### config.mk
export PLATFORM = sky130hd
export DESIGN_NAME = floppy_io
export DESIGN_NICKNAME = d
export VERILOG_FILES = /design/src/floppy_pkg.sv /design/src/io_bus_if.sv /design/src/io_decode.sv /design/src/host_mailbox.sv /design/src/io_timers.sv /design/src/spi_master.sv /design/src/uart_tx.sv /design/src/floppy_io.sv
export SDC_FILE = /design/constraint.sdc
export NUM_CORES = 1
export LEC_CHECK = 0
export BUFFER_PORTS_ARGS = -buffer_cell sky130_fd_sc_hd__buf_2
export CORE_MARGIN = 1
export CORE_UTILIZATION = 55
export DETAILED_ROUTE_END_ITERATION = 12
export HOLD_SLACK_MARGIN = 0.05
export PLACE_DENSITY = 0.77
export RECOVER_POWER = 100
export SLEW_MARGIN = 25
export SYNTH_ARGS = -nofsm -noshare
export SYNTH_HDL_FRONTEND = slang
export SYNTH_SLANG_ARGS = --single-unit
export TNS_END_PERCENT = 50
### constraint.sdc
create_clock -name clk -period 5.4 [get_ports clk]
set_clock_uncertainty 0.2 [all_clocks]
set_input_delay 0.27 -clock clk [delete_from_list [all_inputs] [get_ports clk]]
set_output_delay 0.27 -clock clk [all_outputs]
set_load 0.05 [all_outputs]
### src/floppy_pkg.sv
package floppy_pkg;

	////////////////////////////////////////////////////////////
	// I/O page map
	////////////////////////////////////////////////////////////

	localparam logic [15:0] IO_BASE = 16'hE000;
	localparam logic [7:0] IDLE_READ = 8'hFF;

	// port offsets inside the I/O page
	typedef enum logic [7:0] {
		PORT_MMCA        = 8'd0,
		PORT_SPDR        = 8'd1,
		PORT_SPSR        = 8'd2,
		PORT_JOY         = 8'd3,
		PORT_TXD         = 8'd4,
		PORT_CTL         = 8'd6,
		PORT_TMR1        = 8'd7,
		PORT_TMR2        = 8'd8,
		PORT_CPU_REQUEST = 8'd9,
		PORT_CPU_STATUS  = 8'd10,
		PORT_TRACK       = 8'd11,
		PORT_SECTOR      = 8'd12,
		PORT_LED         = 8'd16
	} io_port_e;

	// host view of the disk controller registers
	typedef enum logic [2:0] {
		HOST_SECTOR = 3'd1,
		HOST_TRACK  = 3'd2,
		HOST_CMD    = 3'd3
	} host_reg_e;

	////////////////////////////////////////////////////////////
	// timing
	////////////////////////////////////////////////////////////

	// enabled cycles per timer tick, scaled down from 100 Hz
	localparam int TIMER_DIV = 8;
	localparam int SPI_HALF = 2;
	localparam int UART_DIV = 16;

	typedef enum logic {SPI_IDLE, SPI_SHIFT} spi_state_e;
	typedef enum logic [1:0] {TX_IDLE, TX_START, TX_DATA, TX_STOP} uart_state_e;

endpackage

### src/io_bus_if.sv
`timescale 1ns/10ps

interface io_bus_if import floppy_pkg::*; ();

	// one-cycle write strobe, already qualified by ce
	logic wr_stb;
	io_port_e wr_port;
	logic [7:0] wdata;
	// cpu clock enable level
	logic ce;

	modport decoder (
		output wr_stb,
		output wr_port,
		output wdata,
		output ce
	);

	modport periph (
		input wr_stb,
		input wr_port,
		input wdata,
		input ce
	);

endinterface

### src/io_decode.sv
`timescale 1ns/10ps

module io_decode import floppy_pkg::*; (
	input  logic        clk,
	input  logic        reset_n,
	input  logic        ce,
	input  logic [15:0] cpu_addr,
	input  logic [7:0]  cpu_wdata,
	input  logic        cpu_wr,
	output logic [7:0]  cpu_rdata,
	input  logic [5:0]  keyboard_keys,
	input  logic [7:0]  spi_rdata,
	input  logic        spi_busy,
	input  logic        uart_busy,
	input  logic [7:0]  tmr1_q,
	input  logic [7:0]  tmr2_q,
	input  logic [7:0]  mb_request,
	input  logic [7:0]  mb_track,
	input  logic [7:0]  mb_sector,
	output logic [7:0]  leds,
	io_bus_if.decoder   bus
);

	logic       io_page;
	io_port_e   port;
	logic       wr_stb;
	logic [7:0] rd_next;

	////////////////////////////////////////////////////////////
	// address decode
	////////////////////////////////////////////////////////////

	// the whole 256-byte page at IO_BASE belongs to the ports
	assign io_page = cpu_addr[15:8] == IO_BASE[15:8];
	assign port = io_port_e'(cpu_addr[7:0]);
	assign wr_stb = ce & cpu_wr & io_page;

	assign bus.wr_stb = wr_stb;
	assign bus.wr_port = port;
	assign bus.wdata = cpu_wdata;
	assign bus.ce = ce;

	// debug LEDs
	always_ff @(posedge clk or negedge reset_n) begin
		if (!reset_n) begin
			leds <= 8'h00;
		end else if (wr_stb && port == PORT_LED) begin
			leds <= cpu_wdata;
		end
	end

	////////////////////////////////////////////////////////////
	// read side
	////////////////////////////////////////////////////////////

	always_comb begin
		rd_next = IDLE_READ;
		if (io_page) begin
			case (port)
				PORT_SPDR:        rd_next = spi_rdata;
				// flag ports carry their bit in bit 0
				PORT_SPSR:        rd_next = {7'b0, spi_busy};
				PORT_CTL:         rd_next = {7'b0, uart_busy};
				PORT_JOY:         rd_next = {2'b0, keyboard_keys};
				PORT_TMR1:        rd_next = tmr1_q;
				PORT_TMR2:        rd_next = tmr2_q;
				PORT_CPU_REQUEST: rd_next = mb_request;
				PORT_TRACK:       rd_next = mb_track;
				PORT_SECTOR:      rd_next = mb_sector;
				default:          rd_next = IDLE_READ;
			endcase
		end
	end

	// registered, one clock behind the address
	always_ff @(posedge clk or negedge reset_n) begin
		if (!reset_n) begin
			cpu_rdata <= IDLE_READ;
		end else begin
			cpu_rdata <= rd_next;
		end
	end

endmodule

### src/host_mailbox.sv
`timescale 1ns/10ps

module host_mailbox import floppy_pkg::*; (
	input  logic       clk,
	input  logic       reset_n,
	input  logic [2:0] host_addr,
	input  logic [7:0] host_wdata,
	input  logic       host_wr,
	output logic [7:0] host_rdata,
	io_bus_if.periph   bus,
	output logic [7:0] mb_request,
	output logic [7:0] mb_track,
	output logic [7:0] mb_sector
);

	host_reg_e  host_reg;
	logic [7:0] track;
	logic [7:0] sector;
	logic [7:0] cmd;
	logic [7:0] status;
	logic       busy;
	logic       status_wr;

	assign host_reg = host_reg_e'(host_addr);
	assign status_wr = bus.wr_stb && bus.wr_port == PORT_CPU_STATUS;

	always_ff @(posedge clk or negedge reset_n) begin
		if (!reset_n) begin
			track <= 8'h00;
			sector <= 8'h00;
			status <= 8'h00;
			busy <= 1'b0;
		end else begin
			// cpu completes the request
			if (status_wr) begin
				status <= bus.wdata;
				busy <= 1'b0;
			end
			// a new host command wins over a completion in the same cycle
			if (host_wr) begin
				case (host_reg)
					HOST_SECTOR: sector <= host_wdata;
					HOST_TRACK:  track <= host_wdata;
					HOST_CMD:    busy <= 1'b1;
					default: ;
				endcase
			end
		end
	end

	always_ff @(posedge clk) begin
		if (host_wr && host_reg == HOST_CMD) begin
			cmd <= host_wdata;
		end
	end

	// host register face
	always_comb begin
		case (host_reg)
			HOST_SECTOR: host_rdata = sector;
			HOST_TRACK:  host_rdata = track;
			HOST_CMD:    host_rdata = {busy, status[6:0]};
			default:     host_rdata = IDLE_READ;
		endcase
	end

	assign mb_request = busy ? cmd : 8'h00;
	assign mb_track = track;
	assign mb_sector = sector;

	// only a status write from the cpu ends a request
	a_busy_fall: assert property (@(posedge clk) disable iff (!reset_n)
		$fell(busy) |-> $past(status_wr));

endmodule

### src/io_timers.sv
`timescale 1ns/10ps

module io_timers import floppy_pkg::*; (
	input  logic       clk,
	input  logic       reset_n,
	io_bus_if.periph   bus,
	output logic [7:0] tmr1_q,
	output logic [7:0] tmr2_q
);

	localparam int PW = $clog2(TIMER_DIV);

	logic [PW-1:0] presc;
	logic          tick;
	logic [1:0]    load;
	logic [7:0]    cnt [2];

	// shared prescaler, advances only with ce
	assign tick = bus.ce && presc == PW'(TIMER_DIV - 1);

	always_ff @(posedge clk or negedge reset_n) begin
		if (!reset_n) begin
			presc <= '0;
		end else if (bus.ce) begin
			presc <= tick ? '0 : presc + 1'b1;
		end
	end

	assign load[0] = bus.wr_stb && bus.wr_port == PORT_TMR1;
	assign load[1] = bus.wr_stb && bus.wr_port == PORT_TMR2;

	always_ff @(posedge clk or negedge reset_n) begin
		if (!reset_n) begin
			cnt[0] <= 8'h00;
			cnt[1] <= 8'h00;
		end else begin
			for (int i = 0; i < 2; i++) begin
				if (load[i]) begin
					cnt[i] <= bus.wdata;
				end else if (tick && cnt[i] != 8'h00) begin
					cnt[i] <= cnt[i] - 8'd1;
				end
			end
		end
	end

	assign tmr1_q = cnt[0];
	assign tmr2_q = cnt[1];

	// an expired timer stays expired until software reloads it
	for (genvar g = 0; g < 2; g++) begin : g_chk
		a_no_restart: assert property (@(posedge clk) disable iff (!reset_n)
			(cnt[g] != 8'h00 && $past(cnt[g]) == 8'h00) |-> $past(load[g]));
	end

endmodule

### src/spi_master.sv
`timescale 1ns/10ps

module spi_master import floppy_pkg::*; (
	input  logic       clk,
	input  logic       reset_n,
	io_bus_if.periph   bus,
	input  logic       sd_miso,
	output logic       sd_mosi,
	output logic       sd_sck,
	output logic       sd_cs,
	output logic [7:0] spi_rdata,
	output logic       spi_busy
);

	localparam int HW = $clog2(SPI_HALF) > 0 ? $clog2(SPI_HALF) : 1;

	spi_state_e state;
	logic [HW-1:0] half_cnt;
	logic [3:0]    edge_cnt;
	logic [7:0]    tx_sr;
	logic [7:0]    rx_sr;
	logic          half_done;

	assign half_done = half_cnt == HW'(SPI_HALF - 1);
	assign spi_busy = state == SPI_SHIFT;

	always_ff @(posedge clk or negedge reset_n) begin
		if (!reset_n) begin
			state <= SPI_IDLE;
			sd_cs <= 1'b1;
			sd_sck <= 1'b0;
			sd_mosi <= 1'b0;
			half_cnt <= '0;
			edge_cnt <= 4'd0;
		end else begin
			// card select level
			if (bus.wr_stb && bus.wr_port == PORT_MMCA) begin
				sd_cs <= bus.wdata[0];
			end
			case (state)
				SPI_IDLE: begin
					if (bus.wr_stb && bus.wr_port == PORT_SPDR) begin
						// msb goes out before the first rising edge
						sd_mosi <= bus.wdata[7];
						half_cnt <= '0;
						edge_cnt <= 4'd0;
						state <= SPI_SHIFT;
					end
				end
				SPI_SHIFT: begin
					half_cnt <= half_done ? '0 : half_cnt + 1'b1;
					if (half_done) begin
						sd_sck <= ~sd_sck;
						edge_cnt <= edge_cnt + 4'd1;
						// falling edge: next bit out, or done after 16 edges
						if (sd_sck) begin
							if (edge_cnt == 4'd15) begin
								state <= SPI_IDLE;
							end else begin
								sd_mosi <= tx_sr[6];
							end
						end
					end
				end
				default: state <= SPI_IDLE;
			endcase
		end
	end

	// shift registers
	always_ff @(posedge clk) begin
		if (state == SPI_IDLE && bus.wr_stb && bus.wr_port == PORT_SPDR) begin
			tx_sr <= bus.wdata;
		end else if (state == SPI_SHIFT && half_done) begin
			if (!sd_sck) begin
				rx_sr <= {rx_sr[6:0], sd_miso};
			end else begin
				tx_sr <= {tx_sr[6:0], 1'b0};
			end
		end
	end

	assign spi_rdata = rx_sr;

	a_sck_idle: assert property (@(posedge clk) disable iff (!reset_n)
		state == SPI_IDLE |-> !sd_sck);

endmodule

### src/uart_tx.sv
`timescale 1ns/10ps

module uart_tx import floppy_pkg::*; (
	input  logic     clk,
	input  logic     reset_n,
	io_bus_if.periph bus,
	output logic     uart_txd,
	output logic     uart_busy
);

	localparam int DW = $clog2(UART_DIV);

	uart_state_e   state;
	logic [DW-1:0] div;
	logic [2:0]    bit_idx;
	logic [7:0]    tx_sr;
	logic          bit_end;

	assign bit_end = div == DW'(UART_DIV - 1);
	assign uart_busy = state != TX_IDLE;

	always_ff @(posedge clk or negedge reset_n) begin
		if (!reset_n) begin
			state <= TX_IDLE;
			uart_txd <= 1'b1;
			div <= '0;
		end else if (state == TX_IDLE) begin
			// start bit begins right at the write
			if (bus.wr_stb && bus.wr_port == PORT_TXD) begin
				uart_txd <= 1'b0;
				div <= '0;
				state <= TX_START;
			end
		end else begin
			div <= bit_end ? '0 : div + 1'b1;
			if (bit_end) begin
				case (state)
					TX_START: begin
						uart_txd <= tx_sr[0];
						state <= TX_DATA;
					end
					TX_DATA: begin
						uart_txd <= bit_idx == 3'd7 ? 1'b1 : tx_sr[1];
						if (bit_idx == 3'd7) state <= TX_STOP;
					end
					default: state <= TX_IDLE;
				endcase
			end
		end
	end

	// data path, lsb first
	always_ff @(posedge clk) begin
		if (state == TX_IDLE) begin
			tx_sr <= bus.wdata;
			bit_idx <= 3'd0;
		end else if (state == TX_DATA && bit_end) begin
			tx_sr <= {1'b0, tx_sr[7:1]};
			bit_idx <= bit_idx + 3'd1;
		end
	end

	a_line_idle: assert property (@(posedge clk) disable iff (!reset_n)
		state == TX_IDLE |-> uart_txd);

endmodule

### src/floppy_io.sv
`timescale 1ns/10ps

module floppy_io (
	input  logic        clk,
	input  logic        reset_n,
	input  logic        ce,
	input  logic [15:0] cpu_addr,
	input  logic [7:0]  cpu_wdata,
	input  logic        cpu_wr,
	output logic [7:0]  cpu_rdata,
	input  logic [2:0]  host_addr,
	input  logic [7:0]  host_wdata,
	input  logic        host_wr,
	output logic [7:0]  host_rdata,
	input  logic [5:0]  keyboard_keys,
	output logic [7:0]  leds,
	input  logic        sd_miso,
	output logic        sd_mosi,
	output logic        sd_sck,
	output logic        sd_cs,
	output logic        uart_txd
);

	logic [7:0] spi_rdata;
	logic       spi_busy;
	logic       uart_busy;
	logic [7:0] tmr1_q;
	logic [7:0] tmr2_q;
	logic [7:0] mb_request;
	logic [7:0] mb_track;
	logic [7:0] mb_sector;

	io_bus_if bus ();

	////////////////////////////////////////////////////////////
	// input side
	////////////////////////////////////////////////////////////

	io_decode io_decode_i (
		.clk(clk), .reset_n(reset_n), .ce(ce),
		.cpu_addr(cpu_addr), .cpu_wdata(cpu_wdata), .cpu_wr(cpu_wr),
		.cpu_rdata(cpu_rdata), .keyboard_keys(keyboard_keys),
		.spi_rdata(spi_rdata), .spi_busy(spi_busy), .uart_busy(uart_busy),
		.tmr1_q(tmr1_q), .tmr2_q(tmr2_q),
		.mb_request(mb_request), .mb_track(mb_track), .mb_sector(mb_sector),
		.leds(leds), .bus(bus.decoder)
	);

	host_mailbox host_mailbox_i (
		.clk(clk), .reset_n(reset_n),
		.host_addr(host_addr), .host_wdata(host_wdata), .host_wr(host_wr),
		.host_rdata(host_rdata), .bus(bus.periph),
		.mb_request(mb_request), .mb_track(mb_track), .mb_sector(mb_sector)
	);

	io_timers io_timers_i (
		.clk(clk), .reset_n(reset_n), .bus(bus.periph),
		.tmr1_q(tmr1_q), .tmr2_q(tmr2_q)
	);

	////////////////////////////////////////////////////////////
	// output side
	////////////////////////////////////////////////////////////

	spi_master spi_master_i (
		.clk(clk), .reset_n(reset_n), .bus(bus.periph),
		.sd_miso(sd_miso), .sd_mosi(sd_mosi), .sd_sck(sd_sck), .sd_cs(sd_cs),
		.spi_rdata(spi_rdata), .spi_busy(spi_busy)
	);

	uart_tx uart_tx_i (
		.clk(clk), .reset_n(reset_n), .bus(bus.periph),
		.uart_txd(uart_txd), .uart_busy(uart_busy)
	);

endmodule

* After elaboration in Yosys (flattened, before gate mapping)
Index checks and enable logic that the tools add are counted.
Widths: inputs -> output; s select.
** Word-level totals
- Register bits after elaboration :: 109
- Output and inout bits :: 28
- Word-level logic and storage cells :: 145
** Operators by class
- Add/sub/neg operators :: 7
- Eq/ne operators :: 28
- Multiplexer cells :: 46
- Bitwise operators :: 5
- Reductions and logical operators :: 36
** Operator list (number)
- $pmux 8 s9 :: 1
- $mux 8 :: 8
- $eq 8x4->1 const B :: 5
- $eq 8x3->1 const B :: 3
- $pmux 8 s3 :: 1
- $mux 7 :: 3
- $mux 4 :: 5
- $mux 1 :: 17
- $eq 8x2->1 const B :: 2
- $reduce_bool 8->1 :: 2
- $sub 8x1->8 const B :: 2
- $logic_and 1x1->1 :: 15
- $reduce_bool 2->1 :: 7
- $reduce_and 2->1 :: 5
- $reduce_and 3->1 :: 3
- $add 4x1->4 const B :: 2
- $eq 4x4->1 const B :: 2
- $eq 8x1->1 const B :: 1
- $eq 8x5->1 const B :: 1
- $eq 8x8->1 const B :: 1
- $logic_not 8->1 :: 1
- $mux 2 :: 4
- $pmux 1 s2 :: 4
- $pmux 4 s2 :: 1
- other kinds (17) :: 26

* Depth between registers and ports, before layout
Gate-level depths: netlist of run 1.
- Depth in word-level cells :: 6
- Mapped depth :: 6
- Gate-level depth less buffers :: 6

* Cells and area by module
From an unflattened synthesis of run 1, not the netlist that was laid out.
** Unflattened totals
- Cell total of the unflattened synthesis :: 528
- Area, all modules :: 6114.6 um^2
** Modules (own cells, without submodules)
- host_mailbox :: times used 1, cells each 108, area each 1524.0 um^2, sequential area each 840.8 um^2
- io_decode :: times used 1, cells each 134, area each 1357.6 um^2, sequential area each 410.4 um^2
- io_timers :: times used 1, cells each 129, area each 1202.4 um^2, sequential area each 475.5 um^2
- spi_master :: times used 1, cells each 72, area each 1049.8 um^2, sequential area each 676.9 um^2
- uart_tx :: times used 1, cells each 85, area each 980.9 um^2, sequential area each 476.7 um^2

* Least setup slack after synthesis of run 1
No wires, ideal clock.
- Kind :: input to register
- Start :: input port cpu_addr[9]
- End :: register spi_master_i.tx_sr[2] (data pin)
- Setup time :: 260 ps
- Arrival time :: 1764 ps
- Data required time :: 4940 ps
- Path slack :: 3175 ps
- Cell stages on the path :: 5
- Cell sequence :: nor4_4 > nand4_4 > or4_4 > buf_6 > mux2_4
** Between the ends
- Cells in the longest elaborated chain, start to end :: 5
** RTL lines
- start: declaration :: RTL line floppy_io.sv:7 : input logic [15:0] cpu_addr,
- $eq 8x8->1 :: RTL line io_decode.sv:34 : assign io_page = cpu_addr[15:8] == IO_BASE[15:8];
- $and 1x1->1 :: RTL line io_decode.sv:36 : assign wr_stb = ce & cpu_wr & io_page;
- $logic_and 1x1->1 (2 in a row) :: RTL line spi_master.sv:72 : if (state == SPI_IDLE && bus.wr_stb && bus.wr_port == PORT_SPDR) begin
- $mux 7 :: RTL line spi_master.sv:72
- end signal: assignment :: RTL line spi_master.sv:73 : tx_sr <= bus.wdata;
- end signal: assignment :: RTL line spi_master.sv:78 : tx_sr <= {tx_sr[6:0], 1'b0};
- end: declaration :: RTL line spi_master.sv:20 : logic [7:0] tx_sr;
No other way between the ends.
A chain may end at the register's enable or synchronous reset.

* Final worst setup path of run 1
- Start :: input port cpu_addr[4]
- End :: register spi_master_i.tx_sr[5] (enable)
** Between the ends
- Cells in the longest elaborated chain, start to end :: 4
- Elaborated cells on any way between the ends :: 5
- Those cells by class :: 1 x eq/ne; 4 x reduce/logical
** RTL lines (RTL line)
- $eq 8x1->1 (*) :: spi_master.sv:72
- $logic_and 1x1->1 (*) :: spi_master.sv:72
- $reduce_bool 2->1 (no line)
- $reduce_and 2->1 (no line) (*)
Mark *: on every way between the ends. The rest lies on a longest branch, timed or not.

==> metrics.md, run 1 <==
| Metric | Value |
|---|---|
| Outcome | finished, violations left |
| Failing checks | max-capacitance violations, max-slew violations |
| Final WS setup | 2.17 ns |
| Setup CP Type | primary input to flip-flop |
| Adder-cell share of the synthesized area | 2.65% |
| Synthesized cell area | 0.00566 mm^2 |
| Synth warnings | 0 |
| Die W | 103 um |
| First-pass GRT wire length | 20900 um |
| Relative slew slack | -18.5% |
| Post-synthesis sequential area ratio | 50.9% |
| FILL cells | 829 |
| #FFs+latches synth | 109 |
| Mux share of post-synthesis cell area | 17.4% |
| Fmax | 309 MHz |
| Post-layout nets | 609 |
| Place WS | 2.71 ns |
| CP max-delay cell | nor4_1 |
| Buf+Inv Stages, Crit Path | 1 |
| Area Growth Syn to Fin | 10.7% |
| Post-CTS setup buffer count | 0 |
| # rows | 36 |
| CP peak stage delay | 1.10 ns |
| Total Wirelength | 13400 um |
| Worst path depth | 5 |
| Die Area | 0.0107 mm^2 |
| Async set or reset register ratio after synthesis | 68.8% |
| RSZ-0062 raised after global routing | no |
| Post-synthesis xor/xnor area fraction | 1.86% |
| TNS Setup | 0 ns |
| Worst slew pin tran | 1.76 ns |
| Initial Util | 57.3% |
| Crit. End Element | flip-flop |
| Final ANT Viol Nets | 0 |
| Avg Synthesized Cell Area | 12.0 um^2 |
| Cell Chain, Critical Path | clkbuf_1, nor4_1, nand3_1, or4_1, nand2_1 |
| CTS Root Cell | clkbuf_8 |
| Clk buf depth | 2 |
| GRT Util Overall | 27.0% |
| Final Hold Viols | 0 |
| Simple-Gate Fraction of Synth Area | 15.1% |
| Vias in the first global route | 4030 |
| Worst R2R Path Depth | 5 |
| Avg WL per Cell | 19.5 um |
| Period utilization | 59.9% |
| Primary FF master, synth | dfrtp_1 |
| Dominant cell type by area after synthesis | dfrtp_1 |
| Hold WC Path Type | primary input to flip-flop |
| Largest net degree at the start of global routing | 76 |
| Cells after Synth | 473 |
| Initial antenna violation count | 0 |
| Post-route DRC violation count | 0 |
| Ant diodes | 0 |
| Syn_nets | 532 |
| Crit path DAT | 3.09 ns |
| CTS tree | done |
| Largest family of logic cells by synthesized area | multiplexers |
| CTS HTree Levels | 3 |
| Num Clock Sinks | 109 |
| Yosys cell types | 68 |
| Total CTS buffers | 9 |
| Max-cap violations | 1 |
| EDFF count, synth | 31 |
| Number of gates resized after CTS | 0 |
| PortBufs | 74 |
| Via count | 4146 |
| Cell family with most CP delay | simple AND/OR/NAND/NOR gates |
| Commonest non-fill, non-tap cell in the layout | dfrtp_1 |
| Hold-critical path depth | 2 |
| Minimum clock period | 3.23 ns |
| Max-slew violations | 9 |
| Critical Path Start Type | primary input |
| GR Overflow Total | 0 |
| Synth Area in Compound Gates | 9.53% |
| Initial DRC Count | 261 |
| Reg area | 0.00288 mm^2 |
| Area taken by multi-input logic gates | 0.00256 mm^2 |
| Clock Latency Late Sink | 0.38 ns |
| Ratio of cells with drive above 1 in the final layout | 21.8% |
| DP HPWL | 9640 um |
| Top Ports | 75 |
| Critical-path maximum fanout | 12 |
| # hold bufs at CTS | 11 |
| Final Setup Violations | 0 |
| Largest cells by area after synthesis | dfrtp_1, edfxtp_1, mux2_2 |
| Post-synth top area share | 28.8% |
| Die height | 103 um |
| Initial DRT Pass Iterations | 5 |
| Leak pwr | 2.62 nW |
| Worst EP required | 5.25 ns |
| Clock-pin slew on the worst setup and hold paths | 0.10 ns |
| Vias per Instance | 6.03 |
| PwrDens | 338 mW/mm^2 |
| Core box area | 0.00986 mm^2 |
| Commonest cells after routing, fill and taps aside | dfrtp_1, mux2_2, clkbuf_1, nand2_1, buf_2 |
| VDD IR max | 0.000220 V |
| GP Congestion | 0.907 |
[cell families after synthesis]
| logic type | count (synthesis) |
|---|---|
| AND/OR/NAND/NOR | 143 |
| flip-flops | 109 |
| multiplexers | 89 |
| AO/OA/AOI/OAI | 76 |
| buffers and inverters | 32 |
| XOR/XNOR | 12 |
| adder cells (fa/ha/maj) | 12 |
[power by group]
part	switching [mW]	internal [mW]
sequential	0.118	0.991
clock	0.269	0.175
combinational	0.306	0.258
total	0.693	1.42
[area by class of cell]
type                    instances  area share [%]
repair buffers                 85            6.95
clock buffers                  10            2.20
inverters                      13           0.779
flip-flops and latches        109            46.0
clock inverters                 6           0.460
well taps                     133            2.66
multi-input cells             332            40.9
[sequential cells by signal, summed over array words and instances, names as in the netlist, 7 cells and up]
signal	flops
host_mailbox_i.cmd	8
host_mailbox_i.mb_sector	8
host_mailbox_i.mb_track	8
io_decode_i.cpu_rdata	8
io_decode_i.leds	8
io_timers_i.tmr1_q	8
io_timers_i.tmr2_q	8
spi_master_i.spi_rdata	8
uart_tx_i.tx_sr	8
host_mailbox_i.status	7
spi_master_i.tx_sr	7
[metrics by stage]
step	power (mW)	cell area (um^2)	hold WS [ns]	instances	util (%)
6_report	2.12	6260	0.0691	688	63.5
5_1_grt	2.23	6260	0.0678	688	63.5
4_1_cts	2.13	6370	0.0632	688	64.6
3_5_place_dp	1.68	6100	0.245	661	61.8
3_3_place_gp	1.65	6100	0.245	661	61.8
2_1_floorplan	1.51	5660	-0.226	473	-
[worst paths after layout]
kind	from	endpoint	slack, ns
hold reg to reg	spi_master_i.spi_rdata[0]	spi_master_i.spi_rdata[1]	0.27
setup reg to reg	uart_tx_i.state[0]	uart_tx_i.state[1]	2.69
min in group asynchronous	reset_n	io_decode_i.leds[2]	0.26
max in group asynchronous	reset_n	spi_master_i.edge_cnt[1]	4.24
hold / removal	cpu_wdata[1]	io_timers_i.tmr2_q[1]	0.07
setup / recovery	cpu_addr[4]	spi_master_i.tx_sr[5]	2.17
[layer usage]
| layer | share of wire, % | GRT usage (%) | up-vias |
|---|---|---|---|
| met4 | 4.1 | 14.8 | 0 |
| li1 | - | - | 1925 |
| met1 | 43 | 36.4 | 2002 |
| met5 | 0 | 0 | - |
| met3 | 6.3 | 3.09 | 43 |
| met2 | 47 | 42.8 | 176 |
[worst register-to-register path, delay by kind of cell (launching register included)]
kind                     cells  cell delay (ns)
multiplexers                 1             0.37
AND/OR/NAND/NOR              1             0.51
AO/OA/AOI/OAI                1             0.22
adder cells (fa/ha/maj)      1             0.76
buffers and inverters        1             0.15
flip-flops                   1             0.40
[cell usage after synthesis, types with 5 or more instances]
cell type / number
a21oi_1: 11
a22o_1: 7
a22oi_1: 11
clkbuf_1: 9
dfrtp_1: 65
dfstp_2: 10
edfxtp_1: 31
ha_1: 12
inv_1: 12
mux2_2: 57
mux2i_1: 28
nand2_1: 32
nand2b_1: 11
nand3_1: 14
nor2_1: 20
nor2b_1: 11
nor3_1: 11
nor4_1: 5
o21ai_0: 14
o221ai_1: 7
o22ai_1: 6
or3_1: 6
xnor2_1: 6
xor2_1: 6
No activity file was read; power rests on OpenSTA's default activity.
==> run 2: changes to the inputs <==
Clock period 5.4 ns to 3 ns, I/O delays scaled along.
==> run 2 against run 1 <==
Compared with the run above:
- the flow still finishes with violations (max-capacitance violations, max-slew violations)
- critical path depth grew 2
- routed wire length rose by 2.7%
- cell area grew 3.8%
- setup slack worse by 2.1 ns
- die area is the same
- sequential share of layout area fell by 1.7 points
- count of clock-buffer cells in the layout down 1
- final cell count increased by 2.9%
- hold slack better by 0.037 ns
- critical path type unchanged
- highest routed layer unchanged
==> metrics.md, run 2 (synthesis gave the netlist of run 1 again) <==
| Metric | Value |
|---|---|
| Leak pwr | 2.72 nW (+3.6%) |
| Max-cap violations | 1 (unchanged) |
| CTS HTree Levels | 3 (unchanged) |
| CTS tree | done |
| GP Congestion | 0.899 (-0.95%) |
| Final ANT Viol Nets | 0 (unchanged) |
| Clk buf depth | 2 (unchanged) |
| PortBufs | 74 (unchanged) |
| Place WS | 0.574 ns (-2.14 ns) |
| Period utilization | 98.0% |
| # rows | 36 (unchanged) |
| Placed cell count | 665 (+0.61%) |
| GR Overflow Total | 0 (unchanged) |
| Crit. End Element | flip-flop |
| Largest net degree at the start of global routing | 76 (unchanged) |
| Worst EP required | 2.95 ns (-2.30 ns) |
| Worst slew pin tran | 1.88 ns (+0.120 ns) |
| Hold WC Path Type | primary input to flip-flop |
| Cell Area, Placed | 0.00613 mm^2 (+0.49%) |
| Beginning of the critical path | cpu_addr[6] |
| Critical-path maximum fanout | 12 (unchanged) |
| Setup CP Type | primary input to flip-flop |
| CTS Root Cell | clkbuf_8 |
| RR Endpoint | uart_tx_i.tx_sr[0] |
| Die height | 103 um (unchanged) |
| Post-layout nets | 629 (+3.3%) |
| Final Setup Violations | 0 (unchanged) |
| Die W | 103 um (unchanged) |
| First-pass GRT wire length | 21600 um (+3.4%) |
| Initial DRT Pass Iterations | 7 (+2) |
| Failing checks | max-capacitance violations, max-slew violations |
| Vias in the first global route | 4215 (+4.6%) |
| Post-CTS setup buffer count | 0 (unchanged) |
| Final Hold Viols | 0 (unchanged) |
| Worst R2R Path Depth | 4 (-1) |
| Total Wirelength | 13800 um (+2.7%) |
| Die Area | 0.0107 mm^2 (unchanged) |
| Via count | 4243 (+2.3%) |
| Minimum clock period | 2.94 ns |
| Outcome | finished, violations left |
| Num Clock Sinks | 109 (unchanged) |
| Fmax | 340 MHz |
| Total CTS buffers | 9 (unchanged) |
| GRT Util Overall | 28.2% (+1.2 points) |
| Max-slew violations | 76 (+67) |
| Initial Util | 57.3% (unchanged) |
| Top Ports | 75 (unchanged) |
| PwrDens | 603 mW/mm^2 (+78%) |
| Reg2Reg Setup Slack | 0.45 ns (-2.24 ns) |
| Ant diodes | 0 (unchanged) |
| Initial antenna violation count | 0 (unchanged) |
| RSZ-0062 raised after global routing | no |
| VDD IR max | 0.000502 V (+130%) |
| Commonest cells after routing, fill and taps aside | dfrtp_1, mux2_2, clkbuf_1, buf_2 |
| Final WS setup | 0.0597 ns (-2.11 ns) |
| Vias per Instance | 5.99 (-0.55%) |
| Avg WL per Cell | 19.4 um (-0.18%) |
| Ratio of cells with drive above 1 in the final layout | 22.8% (+0.98 points) |
| Relative slew slack | -25.4% (-6.9 points) |
| Post-route DRC violation count | 0 (unchanged) |
| Critical Path Start Type | primary input |
| Core box area | 0.00986 mm^2 (unchanged) |
| Fin Hold WS | 0.106 ns (+0.0372 ns) |
| DP HPWL | 9780 um (+1.5%) |
| TNS Setup | 0 ns (unchanged) |
| Reg2Reg Launch Point | uart_tx_i.state[0] |
| Clock Latency Late Sink | 0.39 ns (about the same) |
| Crit path DAT | 2.89 ns (-0.20 ns) |
| Area Growth Syn to Fin | 14.9% |
| Initial DRC Count | 293 (+12%) |
| Clock-pin slew on the worst setup and hold paths | 0.09 ns (about the same) |
| Design area | 0.00650 mm^2 (+3.8%) |
| CP endpoint | spi_master_i.tx_sr[5] |
| Final std cells w/o fill | 708 (+2.9%) |
| Commonest non-fill, non-tap cell in the layout | dfrtp_1 |
[run 2: cell count changes in the layout (fill, tap and decap cells not counted), moves of 2 or more]
cell,change
mux2_4,+4
clkinv_1,+2
buf_2,+2
clkinv_2,-5
mux2_1,-5
dlygate4sd3_1,+16
clkinv_4,+2
[run 2: metrics by stage]
| step | util (%) | power, mW |
|---|---|---|
| finish | 65.9 | 3.92 |
| CTS | 66.8 | 3.95 |
| global placement | 62.1 | 2.98 |
| floorplan | - | 2.72 |
| detailed placement | 62.1 | 3.05 |
| global route | 65.9 | 4.13 |
[run 2: power by group]
part / total (mW) / switching [mW] / internal (mW) / leakage (nW)
Clock: 0.876 / 0.495 / 0.380 / 0.0919
Combinational: 1.06 / 0.573 / 0.483 / 1.37
Sequential: 1.99 / 0.205 / 1.78 / 1.26
Total: 3.92 / 1.27 / 2.65 / 2.72
[run 2: how the worst min path moves through the flow]
| stage | startpoint | endpoint | slack (ns) | cells after the start |
|---|---|---|---|---|
| final | cpu_addr[7] | io_decode_i.cpu_rdata[1] | 0.11 | 4 |
| after global routing | cpu_addr[7] | io_decode_i.cpu_rdata[4] | 0.13 | 4 |
| after CTS | cpu_addr[7] | io_decode_i.cpu_rdata[1] | 0.07 | 4 |
| after detailed placement | sd_miso | spi_master_i.spi_rdata[0] | 0.13 | 1 |
| after global placement | sd_miso | spi_master_i.spi_rdata[0] | 0.13 | 1 |
| after floorplan | reset_n | host_mailbox_i.busy | -0.35 | 0 |
[run 2: critical path, cell delays in order]
cell and delay, ns:
dlygate4sd3_1 0.53, buf_2 0.14, nor4_4 0.32, dlygate4sd3_1 0.73, nand3_4 0.12, or4_4 0.56, mux2_4 0.33
[run 2: area by class of cell]
class	count	area, um^2
inverters	13	48.8
multi-input cells	332	2600
clock inverters	7	66.3
clock buffers	9	124
well taps	133	166
flip-flops and latches	109	2880
fillers	795	3370
repair buffers	105	611
[run 2: repair_timing]
action                                 in CTS  in global routing
hold buffers                               27                  0
gates resized for setup                     0                  1
endpoints found under the hold margin     145                  0
setup endpoints to repair                   0                  7
[run 2: metal layers]
metal	vias up	track usage, %	share of wire [%]
met4	0	11.6	2.4
met5	-	0	0
met2	148	45.6	48
met1	2096	36.0	43
met3	28	7.39	5.8
li1	1971	-	-
==> run 3: changes to the inputs <==
Settings changed: CTS_BUF_LIST set to sky130_fd_sc_hd__clkbuf_4, MAX_ROUTING_LAYER set to met4.
==> run 3 against run 2 <==
Compared with the run above:
- the run still ends with max-capacitance violations, max-slew violations left
- via count fell by 1.3%
- combinational power barely moved
- global-route usage rose by 0.13 points
- largest power group unchanged
- register-to-register slack improved by 0.02 ns
- highest routed layer unchanged
==> metrics.md, run 3 (synthesis gave the netlist of run 1 again) <==
| Metric | Value |
|---|---|
| Initial Util | 57.3% (unchanged) |
| Max-cap violations | 1 (unchanged) |
| Final Setup Violations | 0 (unchanged) |
| Critical-path maximum fanout | 12 (unchanged) |
| Ant diodes | 0 (unchanged) |
| Ratio of cells with drive above 1 in the final layout | 21.7% (-1.1 points) |
| Worst EP required | 3.01 ns (+0.06 ns) |
| Clock Latency Late Sink | 0.47 ns (+0.08 ns) |
| FILL cells | 811 (+2.0%) |
| Minimum clock period | 2.84 ns (-0.0954 ns) |
| Reg2Reg Setup Slack | 0.47 ns (+0.02 ns) |
| PortBufs | 74 (unchanged) |
| Total chip power | 3.67 mW (-6.3%) |
| First-pass GRT wire length | 21200 um (-2.0%) |
| Outcome | finished, violations left |
| CTS Root Cell | clkbuf_4 |
| Initial DRT Pass Iterations | 5 (-2) |
| Die Area | 0.0107 mm^2 (unchanged) |
| # rows | 36 (unchanged) |
| GR Overflow Total | 0 (unchanged) |
| VDD IR max | 0.000505 V (+0.59%) |
| Max-slew violations | 76 (unchanged) |
| CTS tree | done |
| Reg2Reg Launch Point | uart_tx_i.state[0] |
| NetSw | 1.22 mW (-4.4%) |
| Final std cells w/o fill | 709 (+0.14%) |
| RR Endpoint | uart_tx_i.tx_sr[3] |
| Avg WL per Cell | 19.4 um (about the same) |
| Fmax | 352 MHz (+3.4%) |
| RSZ-0062 raised after global routing | no |
| Via count | 4189 (-1.3%) |
| Clock Power Share | 17.4% (-4.9 points) |
| Worst slew pin tran | 1.89 ns (+0.0137 ns) |
| Total CTS buffers | 9 (unchanged) |
| Area taken by multi-input logic gates | 0.00259 mm^2 (-0.24%) |
| Failing checks | max-capacitance violations, max-slew violations |
| Reg area | 0.00288 mm^2 (unchanged) |
| Worst R2R Path Depth | 4 (unchanged) |
| Largest net degree at the start of global routing | 76 (unchanged) |
| DP HPWL | 9780 um (about the same) |
| Vias in the first global route | 4056 (-3.8%) |
| Die W | 103 um (unchanged) |
| Internal | 2.45 mW (-7.3%) |
| Placed cell count | 664 (-0.15%) |
| Clk buf depth | 2 (unchanged) |
| Final ANT Viol Nets | 0 (unchanged) |
| Period utilization | 94.8% (-3.2 points) |
| Hold-critical path depth | 5 (+1) |
| Total Wirelength | 13800 um (about the same) |
| Clock-pin slew on the worst setup and hold paths | 0.14 ns (+0.05 ns) |
| End of the worst hold path | io_decode_i.cpu_rdata[4] |
| Hold WC Path Type | primary input to flip-flop |
| GP Congestion | 0.868 (-3.4%) |
| Design area | 0.00643 mm^2 (-1.1%) |
| Die height | 103 um (unchanged) |
| Num Clock Sinks | 109 (unchanged) |
| Commonest non-fill, non-tap cell in the layout | dfrtp_1 |
| Comb pwr share | 28.5% (+1.6 points) |
| Relative slew slack | -26.3% (-0.91 points) |
| Setup CP Type | primary input to flip-flop |
| Initial DRC Count | 250 (-15%) |
| PwrDens | 571 mW/mm^2 (-5.3%) |
| Crit path DAT | 2.86 ns (-0.03 ns) |
| Critical Path Start Type | primary input |
| Area Growth Syn to Fin | 13.6% |
| Sequential power share | 54.2% (+3.5 points) |
| Cell Area, Placed | 0.00612 mm^2 (-0.12%) |
| Initial antenna violation count | 0 (unchanged) |
| Post-route DRC violation count | 0 (unchanged) |
| Commonest cells after routing, fill and taps aside | dfrtp_1, mux2_2, clkbuf_1, nand2_1, buf_2 |
| TNS Setup | 0 ns (unchanged) |
| Leak pwr | 2.68 nW (-1.3%) |
| GRT Util Overall | 28.3% (+0.13 points) |
| CTS HTree Levels | 3 (unchanged) |
| Vias per Instance | 5.91 (-1.4%) |
| Post-layout nets | 631 (+0.32%) |
| Net Sw Frac | 33.2% (+0.68 points) |
| Core box area | 0.00986 mm^2 (unchanged) |
| Top Ports | 75 (unchanged) |
| Crit. End Element | flip-flop |
| Final Hold Viols | 0 (unchanged) |
| HP Start | keyboard_keys[4] |
[run 3: worst max-delay path: stages]
cell           delay (ns)
dlygate4sd3_1        0.53
clkbuf_1             0.11
nor4_4               0.21
dlygate4sd3_1        0.69
nand4_4              0.19
or4_4                0.63
mux2_1               0.35
[run 3: worst max path at each step]
stage          slack [ns]               start                     to  depth (start not counted)
2_1_floorplan        0.82  uart_tx_i.state[0]     uart_tx_i.state[1]                          6
3_3_place_gp         0.66         cpu_addr[5]  spi_master_i.tx_sr[2]                          5
3_5_place_dp         0.60         cpu_addr[5]  spi_master_i.tx_sr[4]                          5
4_1_cts              0.04         cpu_addr[5]  spi_master_i.tx_sr[2]                          7
5_1_grt              0.07        cpu_addr[10]  spi_master_i.tx_sr[6]                          7
6_report             0.16        cpu_addr[10]  spi_master_i.tx_sr[2]                          7
[run 3: power by group through the flow]
| stage | clock network [mW] | registers [mW] | logic (mW) |
|---|---|---|---|
| 6_report | 0.638 | 1.99 | 1.05 |
| 5_1_grt | 0.706 | 2.02 | 1.15 |
| 4_1_cts | 0.660 | 1.99 | 1.05 |
| 3_5_place_dp | 0 | 2.02 | 1.02 |
| 3_3_place_gp | 0 | 2.01 | 0.981 |
| 2_1_floorplan | 0 | 1.97 | 0.752 |
[run 3: timing repair]
action | 4_1_cts | 5_1_grt
setup buffers | 0 | 0
hold buffers | 30 | 0
gates resized for setup | 0 | 1
setup endpoints to repair | 0 | 21
hold endpoints to repair | 154 | 0
[run 3: per-layer routing]
| layer | vias to the layer above | track usage (%) | routed length [um] |
|---|---|---|---|
| li1 | 1971 | - | - |
| met1 | 2039 | 35.5 | 5960 |
| met2 | 156 | 45.7 | 6740 |
| met3 | 23 | 5.91 | 764 |
| met4 | 0 | 9.64 | 302 |
| met5 | - | - | 0 |
[run 3: through the flow]
step	setup slack [ns]	hold slack [ns]	util (%)
after global placement	0.658	0.126	62.0
final	0.155	0.114	65.1
after CTS	0.0361	0.0711	66.2
after floorplan	0.824	-0.346	-
after detailed placement	0.597	0.128	62.0
after global routing	0.0718	0.108	65.1
[run 3: area by class of cell]
class                   instances  area share, %
flip-flops and latches        109           44.8
inverters                      13          0.759
clock buffers                  12           1.40
multi-input cells             332           40.4
clock inverters                 3          0.234
well taps                     133           2.59
repair buffers                107           9.81
